<file path="src/hdl/id_config.svh">
`ifndef ID_CONFIG_SVH
`define ID_CONFIG_SVH

`define INST_W      32
`define DATA_W      32
`define REG_ADDR_W  5
`define LINK_REG    1
`define INST_BYTES  4

// 10-bit opcodes, inst[31:22]
`define OP10_SLTI    10'h008
`define OP10_SLTUI   10'h009
`define OP10_ADDI_W  10'h00a
`define OP10_ANDI    10'h00d
`define OP10_ORI     10'h00e
`define OP10_XORI    10'h00f
`define OP10_LD_B    10'h0a0
`define OP10_LD_H    10'h0a1
`define OP10_LD_W    10'h0a2
`define OP10_ST_B    10'h0a4
`define OP10_ST_H    10'h0a5
`define OP10_ST_W    10'h0a6
`define OP10_LD_BU   10'h0a8
`define OP10_LD_HU   10'h0a9

// 17-bit opcodes, inst[31:15]
`define OP17_ADD_W   17'h00020
`define OP17_SUB_W   17'h00022
`define OP17_SLT     17'h00024
`define OP17_SLTU    17'h00025
`define OP17_NOR     17'h00028
`define OP17_AND     17'h00029
`define OP17_OR      17'h0002a
`define OP17_XOR     17'h0002b
`define OP17_SLL_W   17'h0002e
`define OP17_SRL_W   17'h0002f
`define OP17_SRA_W   17'h00030
`define OP17_SLLI_W  17'h00081
`define OP17_SRLI_W  17'h00089
`define OP17_SRAI_W  17'h00091

// 7-bit opcodes, inst[31:25]
`define OP7_LU12I_W  7'h0a

// 6-bit opcodes, inst[31:26]
`define OP6_JIRL     6'h13
`define OP6_B        6'h14
`define OP6_BL       6'h15
`define OP6_BEQ      6'h16
`define OP6_BNE      6'h17
`define OP6_BLT      6'h18
`define OP6_BGE      6'h19
`define OP6_BLTU     6'h1a
`define OP6_BGEU     6'h1b

`endif

</file>
<file path="src/hdl/id_pkg.sv">
`include "id_config.svh"

package id_pkg;

    typedef logic [`INST_W-1:0]     inst_t;
    typedef logic [`DATA_W-1:0]     data_t;
    typedef logic [`REG_ADDR_W-1:0] reg_addr_t;

    typedef enum logic [5:0] {
        ALU_NOP,
        ALU_ADD_W, ALU_SUB_W, ALU_SLT, ALU_SLTU, ALU_AND, ALU_OR,
        ALU_XOR, ALU_NOR, ALU_SLL_W, ALU_SRL_W, ALU_SRA_W,
        ALU_ADDI_W, ALU_SLTI, ALU_SLTUI, ALU_ANDI, ALU_ORI, ALU_XORI,
        ALU_SLLI_W, ALU_SRLI_W, ALU_SRAI_W, ALU_LU12I_W,
        ALU_LD_B, ALU_LD_H, ALU_LD_W, ALU_LD_BU, ALU_LD_HU,
        ALU_ST_B, ALU_ST_H, ALU_ST_W,
        ALU_BEQ, ALU_BNE, ALU_BLT, ALU_BGE, ALU_BLTU, ALU_BGEU,
        ALU_B, ALU_BL, ALU_JIRL
    } alu_op_e;

    typedef enum logic [2:0] {
        SEL_NOP, SEL_LOGIC, SEL_SHIFT, SEL_ARITH, SEL_LOAD_STORE, SEL_BRANCH
    } alu_sel_e;

    typedef enum logic [3:0] {
        BR_NONE, BR_EQ, BR_NE, BR_LT, BR_GE, BR_LTU, BR_GEU, BR_ALWAYS, BR_REG
    } branch_e;

    typedef struct packed {
        alu_op_e   aluop;
        alu_sel_e  alusel;
        logic      rd1_en;
        reg_addr_t rd1_addr;
        logic      rd2_en;
        reg_addr_t rd2_addr;
        logic      we;
        reg_addr_t wr_addr;
        data_t     imm;
        branch_e   branch;
        data_t     offset;
        logic      link;
        logic      valid;
        logic      is_load;
    } decode_t;

    // Write-back bypass from a later stage
    typedef struct packed {
        logic      we;
        reg_addr_t addr;
        data_t     data;
    } fwd_t;

    typedef struct packed {
        logic      valid;
        alu_op_e   aluop;
        alu_sel_e  alusel;
        data_t     reg1;
        data_t     reg2;
        logic      we;
        reg_addr_t wr_addr;
        data_t     link_data;
        logic      is_load;
    } ex_ctrl_t;

endpackage

</file>
<file path="src/hdl/branch_unit.sv">
`timescale 1ns/1ns
`include "id_config.svh"

module branch_unit
    import id_pkg::*;
(
    input  decode_t dec_i,
    input  data_t   pc_i,
    input  data_t   reg1_i,
    input  data_t   reg2_i,
    input  logic    stall_i,
    output logic    branch_o,
    output data_t   target_o,
    output data_t   link_data_o
);

    logic eq;
    logic lt_s;
    logic lt_u;
    logic taken;

    assign eq   = (reg1_i == reg2_i);
    assign lt_s = ($signed(reg1_i) < $signed(reg2_i));
    assign lt_u = (reg1_i < reg2_i);

    always_comb begin
        case (dec_i.branch)
            BR_EQ:             taken = eq;
            BR_NE:             taken = !eq;
            BR_LT:             taken = lt_s;
            BR_GE:             taken = !lt_s;
            BR_LTU:            taken = lt_u;
            BR_GEU:            taken = !lt_u;
            BR_ALWAYS, BR_REG: taken = 1'b1;
            default:           taken = 1'b0;
        endcase
    end

    // Operands are not final while a load-use stall is pending
    assign branch_o = taken && !stall_i;

    // jirl is relative to rj
    assign target_o    = ((dec_i.branch == BR_REG) ? reg1_i : pc_i) + dec_i.offset;
    assign link_data_o = pc_i + data_t'(`INST_BYTES);

endmodule

</file>
<file path="src/hdl/id_ex_reg.sv">
`timescale 1ns/1ns

module id_ex_reg
    import id_pkg::*;
(
    input  logic      clk,
    input  logic      rst,
    input  decode_t   dec_i,
    input  data_t     reg1_i,
    input  data_t     reg2_i,
    input  data_t     link_data_i,
    output logic      stall_o,
    output logic      ex_fwd_en_o,
    output reg_addr_t ex_fwd_addr_o,
    output ex_ctrl_t  ex_ctrl_o
);

    logic ex_is_load;
    logic rd1_dep;
    logic rd2_dep;

    // Load data is not ready until MEM
    assign ex_is_load = ex_ctrl_o.valid && ex_ctrl_o.is_load;
    assign rd1_dep    = dec_i.rd1_en && (dec_i.rd1_addr == ex_ctrl_o.wr_addr);
    assign rd2_dep    = dec_i.rd2_en && (dec_i.rd2_addr == ex_ctrl_o.wr_addr);
    assign stall_o    = ex_is_load && (rd1_dep || rd2_dep);

    assign ex_fwd_en_o   = ex_ctrl_o.valid && ex_ctrl_o.we;
    assign ex_fwd_addr_o = ex_ctrl_o.wr_addr;

    always_ff @(posedge clk) begin
        if (rst || stall_o) begin
            // Bubble
            ex_ctrl_o.valid   <= 1'b0;
            ex_ctrl_o.aluop   <= ALU_NOP;
            ex_ctrl_o.alusel  <= SEL_NOP;
            ex_ctrl_o.we      <= 1'b0;
            ex_ctrl_o.is_load <= 1'b0;
        end else begin
            ex_ctrl_o.valid   <= dec_i.valid;
            ex_ctrl_o.aluop   <= dec_i.aluop;
            ex_ctrl_o.alusel  <= dec_i.alusel;
            ex_ctrl_o.we      <= dec_i.we;
            ex_ctrl_o.is_load <= dec_i.is_load;
        end
    end

    always_ff @(posedge clk) begin
        ex_ctrl_o.reg1      <= reg1_i;
        ex_ctrl_o.reg2      <= reg2_i;
        ex_ctrl_o.wr_addr   <= dec_i.wr_addr;
        ex_ctrl_o.link_data <= link_data_i;
    end

endmodule

</file>
<file path="src/hdl/id_stage.sv">
`timescale 1ns/1ns

module id_stage
    import id_pkg::*;
(
    input  logic      clk,
    input  logic      rst,
    input  data_t     pc_i,
    input  inst_t     inst_i,
    output logic      rd1_en_o,
    output logic      rd2_en_o,
    output reg_addr_t rd1_addr_o,
    output reg_addr_t rd2_addr_o,
    input  data_t     rd1_data_i,
    input  data_t     rd2_data_i,
    input  data_t     ex_result_i,
    input  fwd_t      mem_fwd_i,
    output logic      pause_o,
    output logic      branch_o,
    output logic      flush_o,
    output data_t     target_o,
    output ex_ctrl_t  ex_ctrl_o
);

    decode_t   dec;
    data_t     reg1;
    data_t     reg2;
    data_t     link_data;
    fwd_t      ex_fwd;
    logic      stall;
    logic      ex_fwd_en;
    reg_addr_t ex_fwd_addr;

    assign rd1_en_o   = dec.rd1_en;
    assign rd1_addr_o = dec.rd1_addr;
    assign rd2_en_o   = dec.rd2_en;
    assign rd2_addr_o = dec.rd2_addr;
    assign pause_o    = stall;
    assign flush_o    = branch_o;

    // EX bypass from the held ID/EX contents
    assign ex_fwd.we   = ex_fwd_en;
    assign ex_fwd.addr = ex_fwd_addr;
    assign ex_fwd.data = ex_result_i;

    inst_decoder u_inst_decoder (
        .inst_i (inst_i),
        .dec_o  (dec)
    );

    operand_mux u_operand_mux_1 (
        .read_en_i   (dec.rd1_en),
        .read_addr_i (dec.rd1_addr),
        .imm_i       (dec.imm),
        .ex_fwd_i    (ex_fwd),
        .mem_fwd_i   (mem_fwd_i),
        .rf_data_i   (rd1_data_i),
        .operand_o   (reg1)
    );

    operand_mux u_operand_mux_2 (
        .read_en_i   (dec.rd2_en),
        .read_addr_i (dec.rd2_addr),
        .imm_i       (dec.imm),
        .ex_fwd_i    (ex_fwd),
        .mem_fwd_i   (mem_fwd_i),
        .rf_data_i   (rd2_data_i),
        .operand_o   (reg2)
    );

    branch_unit u_branch_unit (
        .dec_i       (dec),
        .pc_i        (pc_i),
        .reg1_i      (reg1),
        .reg2_i      (reg2),
        .stall_i     (stall),
        .branch_o    (branch_o),
        .target_o    (target_o),
        .link_data_o (link_data)
    );

    id_ex_reg u_id_ex_reg (
        .clk           (clk),
        .rst           (rst),
        .dec_i         (dec),
        .reg1_i        (reg1),
        .reg2_i        (reg2),
        .link_data_i   (link_data),
        .stall_o       (stall),
        .ex_fwd_en_o   (ex_fwd_en),
        .ex_fwd_addr_o (ex_fwd_addr),
        .ex_ctrl_o     (ex_ctrl_o)
    );

endmodule

</file>
<file path="src/hdl/inst_decoder.sv">
`timescale 1ns/1ns
`include "id_config.svh"

module inst_decoder
    import id_pkg::*;
(
    input  inst_t   inst_i,
    output decode_t dec_o
);

    logic [9:0]  op10;
    logic [16:0] op17;
    logic [6:0]  op7;
    logic [5:0]  op6;
    reg_addr_t   rd;
    reg_addr_t   rj;
    reg_addr_t   rk;
    data_t       si12;
    data_t       ui12;
    data_t       ui5;
    data_t       lu12i_imm;
    data_t       off16;
    data_t       off26;
    alu_op_e     aluop;
    logic        known;

    assign op10 = inst_i[31:22];
    assign op17 = inst_i[31:15];
    assign op7  = inst_i[31:25];
    assign op6  = inst_i[31:26];
    assign rd   = inst_i[4:0];
    assign rj   = inst_i[9:5];
    assign rk   = inst_i[14:10];

    assign si12      = {{(`DATA_W-12){inst_i[21]}}, inst_i[21:10]};
    assign ui12      = {{(`DATA_W-12){1'b0}}, inst_i[21:10]};
    assign ui5       = {{(`DATA_W-5){1'b0}}, inst_i[14:10]};
    assign lu12i_imm = {inst_i[24:5], 12'b0};
    // Branch offsets are word counts
    assign off16 = {{(`DATA_W-18){inst_i[25]}}, inst_i[25:10], 2'b00};
    assign off26 = {{(`DATA_W-28){inst_i[9]}}, inst_i[9:0], inst_i[25:10], 2'b00};

    // Field widths never overlap for kept encodings
    always_comb begin
        aluop = ALU_NOP;
        case (op10)
            `OP10_SLTI:   aluop = ALU_SLTI;
            `OP10_SLTUI:  aluop = ALU_SLTUI;
            `OP10_ADDI_W: aluop = ALU_ADDI_W;
            `OP10_ANDI:   aluop = ALU_ANDI;
            `OP10_ORI:    aluop = ALU_ORI;
            `OP10_XORI:   aluop = ALU_XORI;
            `OP10_LD_B:   aluop = ALU_LD_B;
            `OP10_LD_H:   aluop = ALU_LD_H;
            `OP10_LD_W:   aluop = ALU_LD_W;
            `OP10_LD_BU:  aluop = ALU_LD_BU;
            `OP10_LD_HU:  aluop = ALU_LD_HU;
            `OP10_ST_B:   aluop = ALU_ST_B;
            `OP10_ST_H:   aluop = ALU_ST_H;
            `OP10_ST_W:   aluop = ALU_ST_W;
            default: ;
        endcase
        case (op17)
            `OP17_ADD_W:  aluop = ALU_ADD_W;
            `OP17_SUB_W:  aluop = ALU_SUB_W;
            `OP17_SLT:    aluop = ALU_SLT;
            `OP17_SLTU:   aluop = ALU_SLTU;
            `OP17_NOR:    aluop = ALU_NOR;
            `OP17_AND:    aluop = ALU_AND;
            `OP17_OR:     aluop = ALU_OR;
            `OP17_XOR:    aluop = ALU_XOR;
            `OP17_SLL_W:  aluop = ALU_SLL_W;
            `OP17_SRL_W:  aluop = ALU_SRL_W;
            `OP17_SRA_W:  aluop = ALU_SRA_W;
            `OP17_SLLI_W: aluop = ALU_SLLI_W;
            `OP17_SRLI_W: aluop = ALU_SRLI_W;
            `OP17_SRAI_W: aluop = ALU_SRAI_W;
            default: ;
        endcase
        if (op7 == `OP7_LU12I_W) begin
            aluop = ALU_LU12I_W;
        end
        case (op6)
            `OP6_JIRL: aluop = ALU_JIRL;
            `OP6_B:    aluop = ALU_B;
            `OP6_BL:   aluop = ALU_BL;
            `OP6_BEQ:  aluop = ALU_BEQ;
            `OP6_BNE:  aluop = ALU_BNE;
            `OP6_BLT:  aluop = ALU_BLT;
            `OP6_BGE:  aluop = ALU_BGE;
            `OP6_BLTU: aluop = ALU_BLTU;
            `OP6_BGEU: aluop = ALU_BGEU;
            default: ;
        endcase
    end

    assign known = (aluop != ALU_NOP);

    always_comb begin
        // Most kept instructions read rj and write rd
        dec_o          = '0;
        dec_o.aluop    = aluop;
        dec_o.valid    = known;
        dec_o.rd1_en   = known;
        dec_o.rd1_addr = rj;
        dec_o.rd2_addr = rk;
        dec_o.we       = known;
        dec_o.wr_addr  = rd;
        case (aluop)
            ALU_ADD_W, ALU_SUB_W, ALU_SLT, ALU_SLTU: begin
                dec_o.alusel = SEL_ARITH;
                dec_o.rd2_en = 1'b1;
            end
            ALU_AND, ALU_OR, ALU_XOR, ALU_NOR: begin
                dec_o.alusel = SEL_LOGIC;
                dec_o.rd2_en = 1'b1;
            end
            ALU_SLL_W, ALU_SRL_W, ALU_SRA_W: begin
                dec_o.alusel = SEL_SHIFT;
                dec_o.rd2_en = 1'b1;
            end
            ALU_ADDI_W, ALU_SLTI, ALU_SLTUI: begin
                dec_o.alusel = SEL_ARITH;
                dec_o.imm    = si12;
            end
            ALU_ANDI, ALU_ORI, ALU_XORI: begin
                dec_o.alusel = SEL_LOGIC;
                dec_o.imm    = ui12;
            end
            ALU_SLLI_W, ALU_SRLI_W, ALU_SRAI_W: begin
                dec_o.alusel = SEL_SHIFT;
                dec_o.imm    = ui5;
            end
            ALU_LU12I_W: begin
                dec_o.alusel   = SEL_LOGIC;
                dec_o.rd1_addr = '0;
                dec_o.imm      = lu12i_imm;
            end
            ALU_LD_B, ALU_LD_H, ALU_LD_W, ALU_LD_BU, ALU_LD_HU: begin
                dec_o.alusel  = SEL_LOAD_STORE;
                dec_o.imm     = si12;
                dec_o.is_load = 1'b1;
            end
            ALU_ST_B, ALU_ST_H, ALU_ST_W: begin
                // Store data comes from rd
                dec_o.alusel   = SEL_LOAD_STORE;
                dec_o.imm      = si12;
                dec_o.rd2_en   = 1'b1;
                dec_o.rd2_addr = rd;
                dec_o.we       = 1'b0;
            end
            ALU_BEQ, ALU_BNE, ALU_BLT, ALU_BGE, ALU_BLTU, ALU_BGEU: begin
                dec_o.alusel   = SEL_BRANCH;
                dec_o.rd2_en   = 1'b1;
                dec_o.rd2_addr = rd;
                dec_o.we       = 1'b0;
                dec_o.offset   = off16;
                case (aluop)
                    ALU_BEQ: dec_o.branch = BR_EQ;
                    ALU_BNE: dec_o.branch = BR_NE;
                    ALU_BLT: dec_o.branch = BR_LT;
                    ALU_BGE: dec_o.branch = BR_GE;
                    ALU_BLTU: dec_o.branch = BR_LTU;
                    default: dec_o.branch = BR_GEU;
                endcase
            end
            ALU_B, ALU_BL: begin
                dec_o.alusel  = SEL_BRANCH;
                dec_o.rd1_en  = 1'b0;
                dec_o.we      = (aluop == ALU_BL);
                dec_o.wr_addr = reg_addr_t'(`LINK_REG);
                dec_o.link    = (aluop == ALU_BL);
                dec_o.branch  = BR_ALWAYS;
                dec_o.offset  = off26;
            end
            ALU_JIRL: begin
                dec_o.alusel = SEL_BRANCH;
                dec_o.link   = 1'b1;
                dec_o.branch = BR_REG;
                dec_o.offset = off16;
            end
            default: ;
        endcase
    end

endmodule

</file>
<file path="src/hdl/operand_mux.sv">
`timescale 1ns/1ns

module operand_mux
    import id_pkg::*;
(
    input  logic      read_en_i,
    input  reg_addr_t read_addr_i,
    input  data_t     imm_i,
    input  fwd_t      ex_fwd_i,
    input  fwd_t      mem_fwd_i,
    input  data_t     rf_data_i,
    output data_t     operand_o
);

    logic ex_hit;
    logic mem_hit;

    assign ex_hit  = ex_fwd_i.we && (ex_fwd_i.addr == read_addr_i);
    assign mem_hit = mem_fwd_i.we && (mem_fwd_i.addr == read_addr_i);

    // Youngest result wins
    always_comb begin
        if (!read_en_i) begin
            operand_o = imm_i;
        end else if (ex_hit) begin
            operand_o = ex_fwd_i.data;
        end else if (mem_hit) begin
            operand_o = mem_fwd_i.data;
        end else begin
            operand_o = rf_data_i;
        end
    end

endmodule

</file>
<file path="config.mk">
export PLATFORM = sky130hd
export DESIGN_NAME = id_stage
export DESIGN_NICKNAME = d
export VERILOG_FILES = /design/src/hdl/id_pkg.sv /design/src/hdl/branch_unit.sv /design/src/hdl/id_ex_reg.sv /design/src/hdl/id_stage.sv /design/src/hdl/inst_decoder.sv /design/src/hdl/operand_mux.sv
export VERILOG_INCLUDE_DIRS = /design/src /design/src/hdl
export SDC_FILE = /design/constraint.sdc
export NUM_CORES = 1
export LEC_CHECK = 0
export BUFFER_PORTS_ARGS = -buffer_cell sky130_fd_sc_hd__buf_2
export CAP_MARGIN = 25
export CELL_PAD_IN_SITES_DETAIL_PLACEMENT = 0
export CELL_PAD_IN_SITES_GLOBAL_PLACEMENT = 1
export CORE_ASPECT_RATIO = 0.7
export CORE_MARGIN = 5
export CORE_UTILIZATION = 30
export DETAILED_ROUTE_END_ITERATION = 10
export MAX_ROUTING_LAYER = met4
export PLACE_DENSITY_LB_ADDON = 0.1
export SYNTH_ARGS = -nofsm -noshare
export SYNTH_HDL_FRONTEND = slang
export SYNTH_SLANG_ARGS = --single-unit
</file>
<file path="constraint.sdc">
create_clock -name clk -period 6.5 [get_ports clk]
set_input_delay 0.325 -clock clk [delete_from_list [all_inputs] [get_ports clk]]
set_output_delay 0.325 -clock clk [all_outputs]
set_load 0.03 [all_outputs]
</file>
==> results.tsv <==
metric	value	unit
synth_flop_cell	dfxtp_1	
vias	11555	
final_cells	2252	
cts_tree	built	
rows	55	
yosys.area.top_type_share	0.2323	
dr.first_iter.drc_count	750	
worst_pin_slew	0.7691	ns
cp.required	6.17	ns
reg2reg_slack	3.64	ns
grt_pass1_wl	71650	um
drv_slew	0	
cts_buffers	17	
yosysTopAreaCell	dfxtp_1	
met3_usage	0.06121	
numPortBuffers	359	
grt_usage	0.2672	
powerDensity	206.2	nW/um^2
yosys_warnings	0	
crit_type	primary input to output pin	
nFillCells	3232	
min_period	6.533	ns
crit_path_start_kind	primary input	
overflow	0	
place_hpwl	40510	um
endpoint_kind	output pin	
ys_ff_latch	113	
max_freq	153.1	MHz
vdd_drop_max	150.4	uV
path_clk_slew	0.06	ns
crit_arrival	6.21	ns
cp_num_buf_inv	8	
cp_top_family	compound AO/OA/AOI/OAI gates	
p_leak	7.740	nW
cp_max_fo	5	
finalClockSkew	0.01023	ns
initial_utilization	0.3024	
antenna_found_initial	6	
ant_nets	0	
grt_setup_unrepaired	yes	
dp_slack	-0.3583	ns
grt_pass1_vias	11749	
hold_viol	0	
final_cell_mix	351 x buf_2, 282 x buf_4, 113 x dfxtp_1	
grt_start_max_net_pins	43	
ys_seq_area_frac	0.2323	
met1_usage	0.3560	
clk_latency	0.44	ns
timing.final.ws_setup	-0.03300	ns
grt_busiest_layer	met2	
wl_per_cell	21.86	um
cts_max_path_buffers	2	
syn-num-nets	1455	
final_layout_size_suffix_gt1_frac	0.4777	
viasPerCell	5.131	
nNetsFinal	2067	
synthesis.area	9738	sq um
core_area	32210	sq um
hold_path.class	primary input to flop	
maxCapViolations	0	
dieArea	36220	sq um
fin_area	15520	sq um
htree_num_levels	4	
gp_routability_congestion	0.9471	
slew_headroom	0.4846	
fin_hold_ws	0.09336	ns
min_period_over_period	1.005	
dp_cells	2173	
die_w	225.3	um
ctsRootBufferMaster	clkbuf_16	
synth_area_leaders	dfxtp_1 23%, ha_1 8.0%, mux2i_1 4.7%	
synth-edff-count	0	
clock-sinks	113	
final_common_cell	buf_2	
worst_path_max_delay_cell	or4b_4	
synth_cell_types	89	
placed_area	13860	sq um
finalSetupViolCount	3	
die_h	160.7	um
pin_count	360	
firstDrtPassIters	5	
syn_inst	1192	
avgSynthCellArea	8.170	sq um
status	finished with violations	
async_flop_share	0	
violations	setup timing	
routed_wl	49230	um
critical_path.max_stage_delay	0.59	ns
met2_usage	0.4105	
drc	0	
area_growth	59.35	%
-- what timing repair did --
item / in CTS / in global routing
setup endpoints to repair: 6 / 8
cloned: 1 / 0
pin swaps: 42 / 62
setup buffers: 18 / 21
hold buffers: 2 / 0
gates resized for setup: 71 / 95
hold endpoints to repair: 2 / 0
-- area by class of cell --
type / instances / area (sq um) / share of cell area
Multi-Input combinational cell: 930 / 7440 / 0.4794
Inverter: 75 / 281.5 / 0.01814
Sequential cell: 113 / 2262 / 0.1458
Clock inverter: 14 / 178.9 / 0.01153
Antenna cell: 8 / 20.02 / 0.001290
Tap cell: 427 / 534.3 / 0.03443
Timing Repair Buffer: 667 / 4362 / 0.2811
Clock buffer: 18 / 439.2 / 0.02830
-- logic make-up (layout without fill, tap and decap cells) --
family	count (synthesis)	in the layout	synth area share
compound gates	353	353	0.2721
mux	78	78	0.08467
flops	113	113	0.2323
xor+xnor	78	78	0.07015
other cells	0	8	0
fa+ha+maj	63	63	0.08172
buf+inv	150	774	0.06874
simple gates	357	358	0.1903
-- power breakdown --
part | total [mW] | switching (mW) | internal [mW]
clock network | 1.02 | 0.406 | 0.618
logic | 1.39 | 0.812 | 0.574
registers | 0.790 | 0.0251 | 0.765
-- Yosys cell counts, drive strengths merged, types with 5 or more instances --
master / count
a221oi: 19
nor3: 23
xor2: 26
a31oi: 14
o211ai: 11
nand2b: 13
nand3: 38
clkbuf: 44
a21o: 61
and4: 5
ha: 62
dfxtp: 113
o21bai: 6
nor2: 90
o22ai: 11
or3: 9
a211oi: 38
nor4: 5
a21oi: 63
inv: 75
o221ai: 5
and2: 27
a221o: 20
xnor2: 52
o21ai: 59
mux2i: 46
mux2: 32
nand4: 14
nand2: 71
buf: 31
and3: 19
nor2b: 23
-- flip-flops by register name, indices dropped and copies added, names as in the netlist --
| signal | cells |
|---|---|
| u_id_ex_reg.ex_fwd_addr_o | 5 |
| u_id_ex_reg.ex_ctrl_o | 108 |
-- per-stage QoR --
stage	total power, mW	setup TNS (ns)	utilization
after CTS	3.156	0	0.4639
after global routing	3.354	-0.9075	0.4817
after detailed placement	2.063	-1.501	0.4303
after floorplan	1.506	-0.2912	-
after global placement	2.063	-0.9203	0.4300
final	3.200	-0.07581	0.4818
-- worst register-to-register path, cell delays in order, from the launching register on --
cell      delay (ns)
dfxtp_1         0.46
inv_1           0.11
a22oi_1         0.22
nor2b_1         0.21
a21oi_1         0.08
a21oi_1         0.11
o311a_1         0.16
o2111a_2        0.24
a31oi_4         0.12
and2_4          0.21
buf_12          0.13
buf_8           0.12
buf_4           0.13
buf_4           0.13
a221oi_2        0.32
-- worst paths after layout --
kind                                start                          to  depth (start not counted)
max reg2reg  u_id_ex_reg.ex_fwd_addr_o[0]   u_id_ex_reg.ex_ctrl_o[68]                         14
max                            inst_i[24]                target_o[30]                         32
min reg2reg      u_id_ex_reg.ex_ctrl_o[0]  u_id_ex_reg.ex_ctrl_o[111]                          4
min                              pc_i[31]   u_id_ex_reg.ex_ctrl_o[32]                          2
-- layer usage --
layer / share of wire / vias to the layer above
met2: 0.45 / 427
li1: - / 5606
met4: 0.019 / 0
met5: 0 / -
met1: 0.46 / 5464
met3: 0.071 / 58
(Power assumes the default switching activity.)
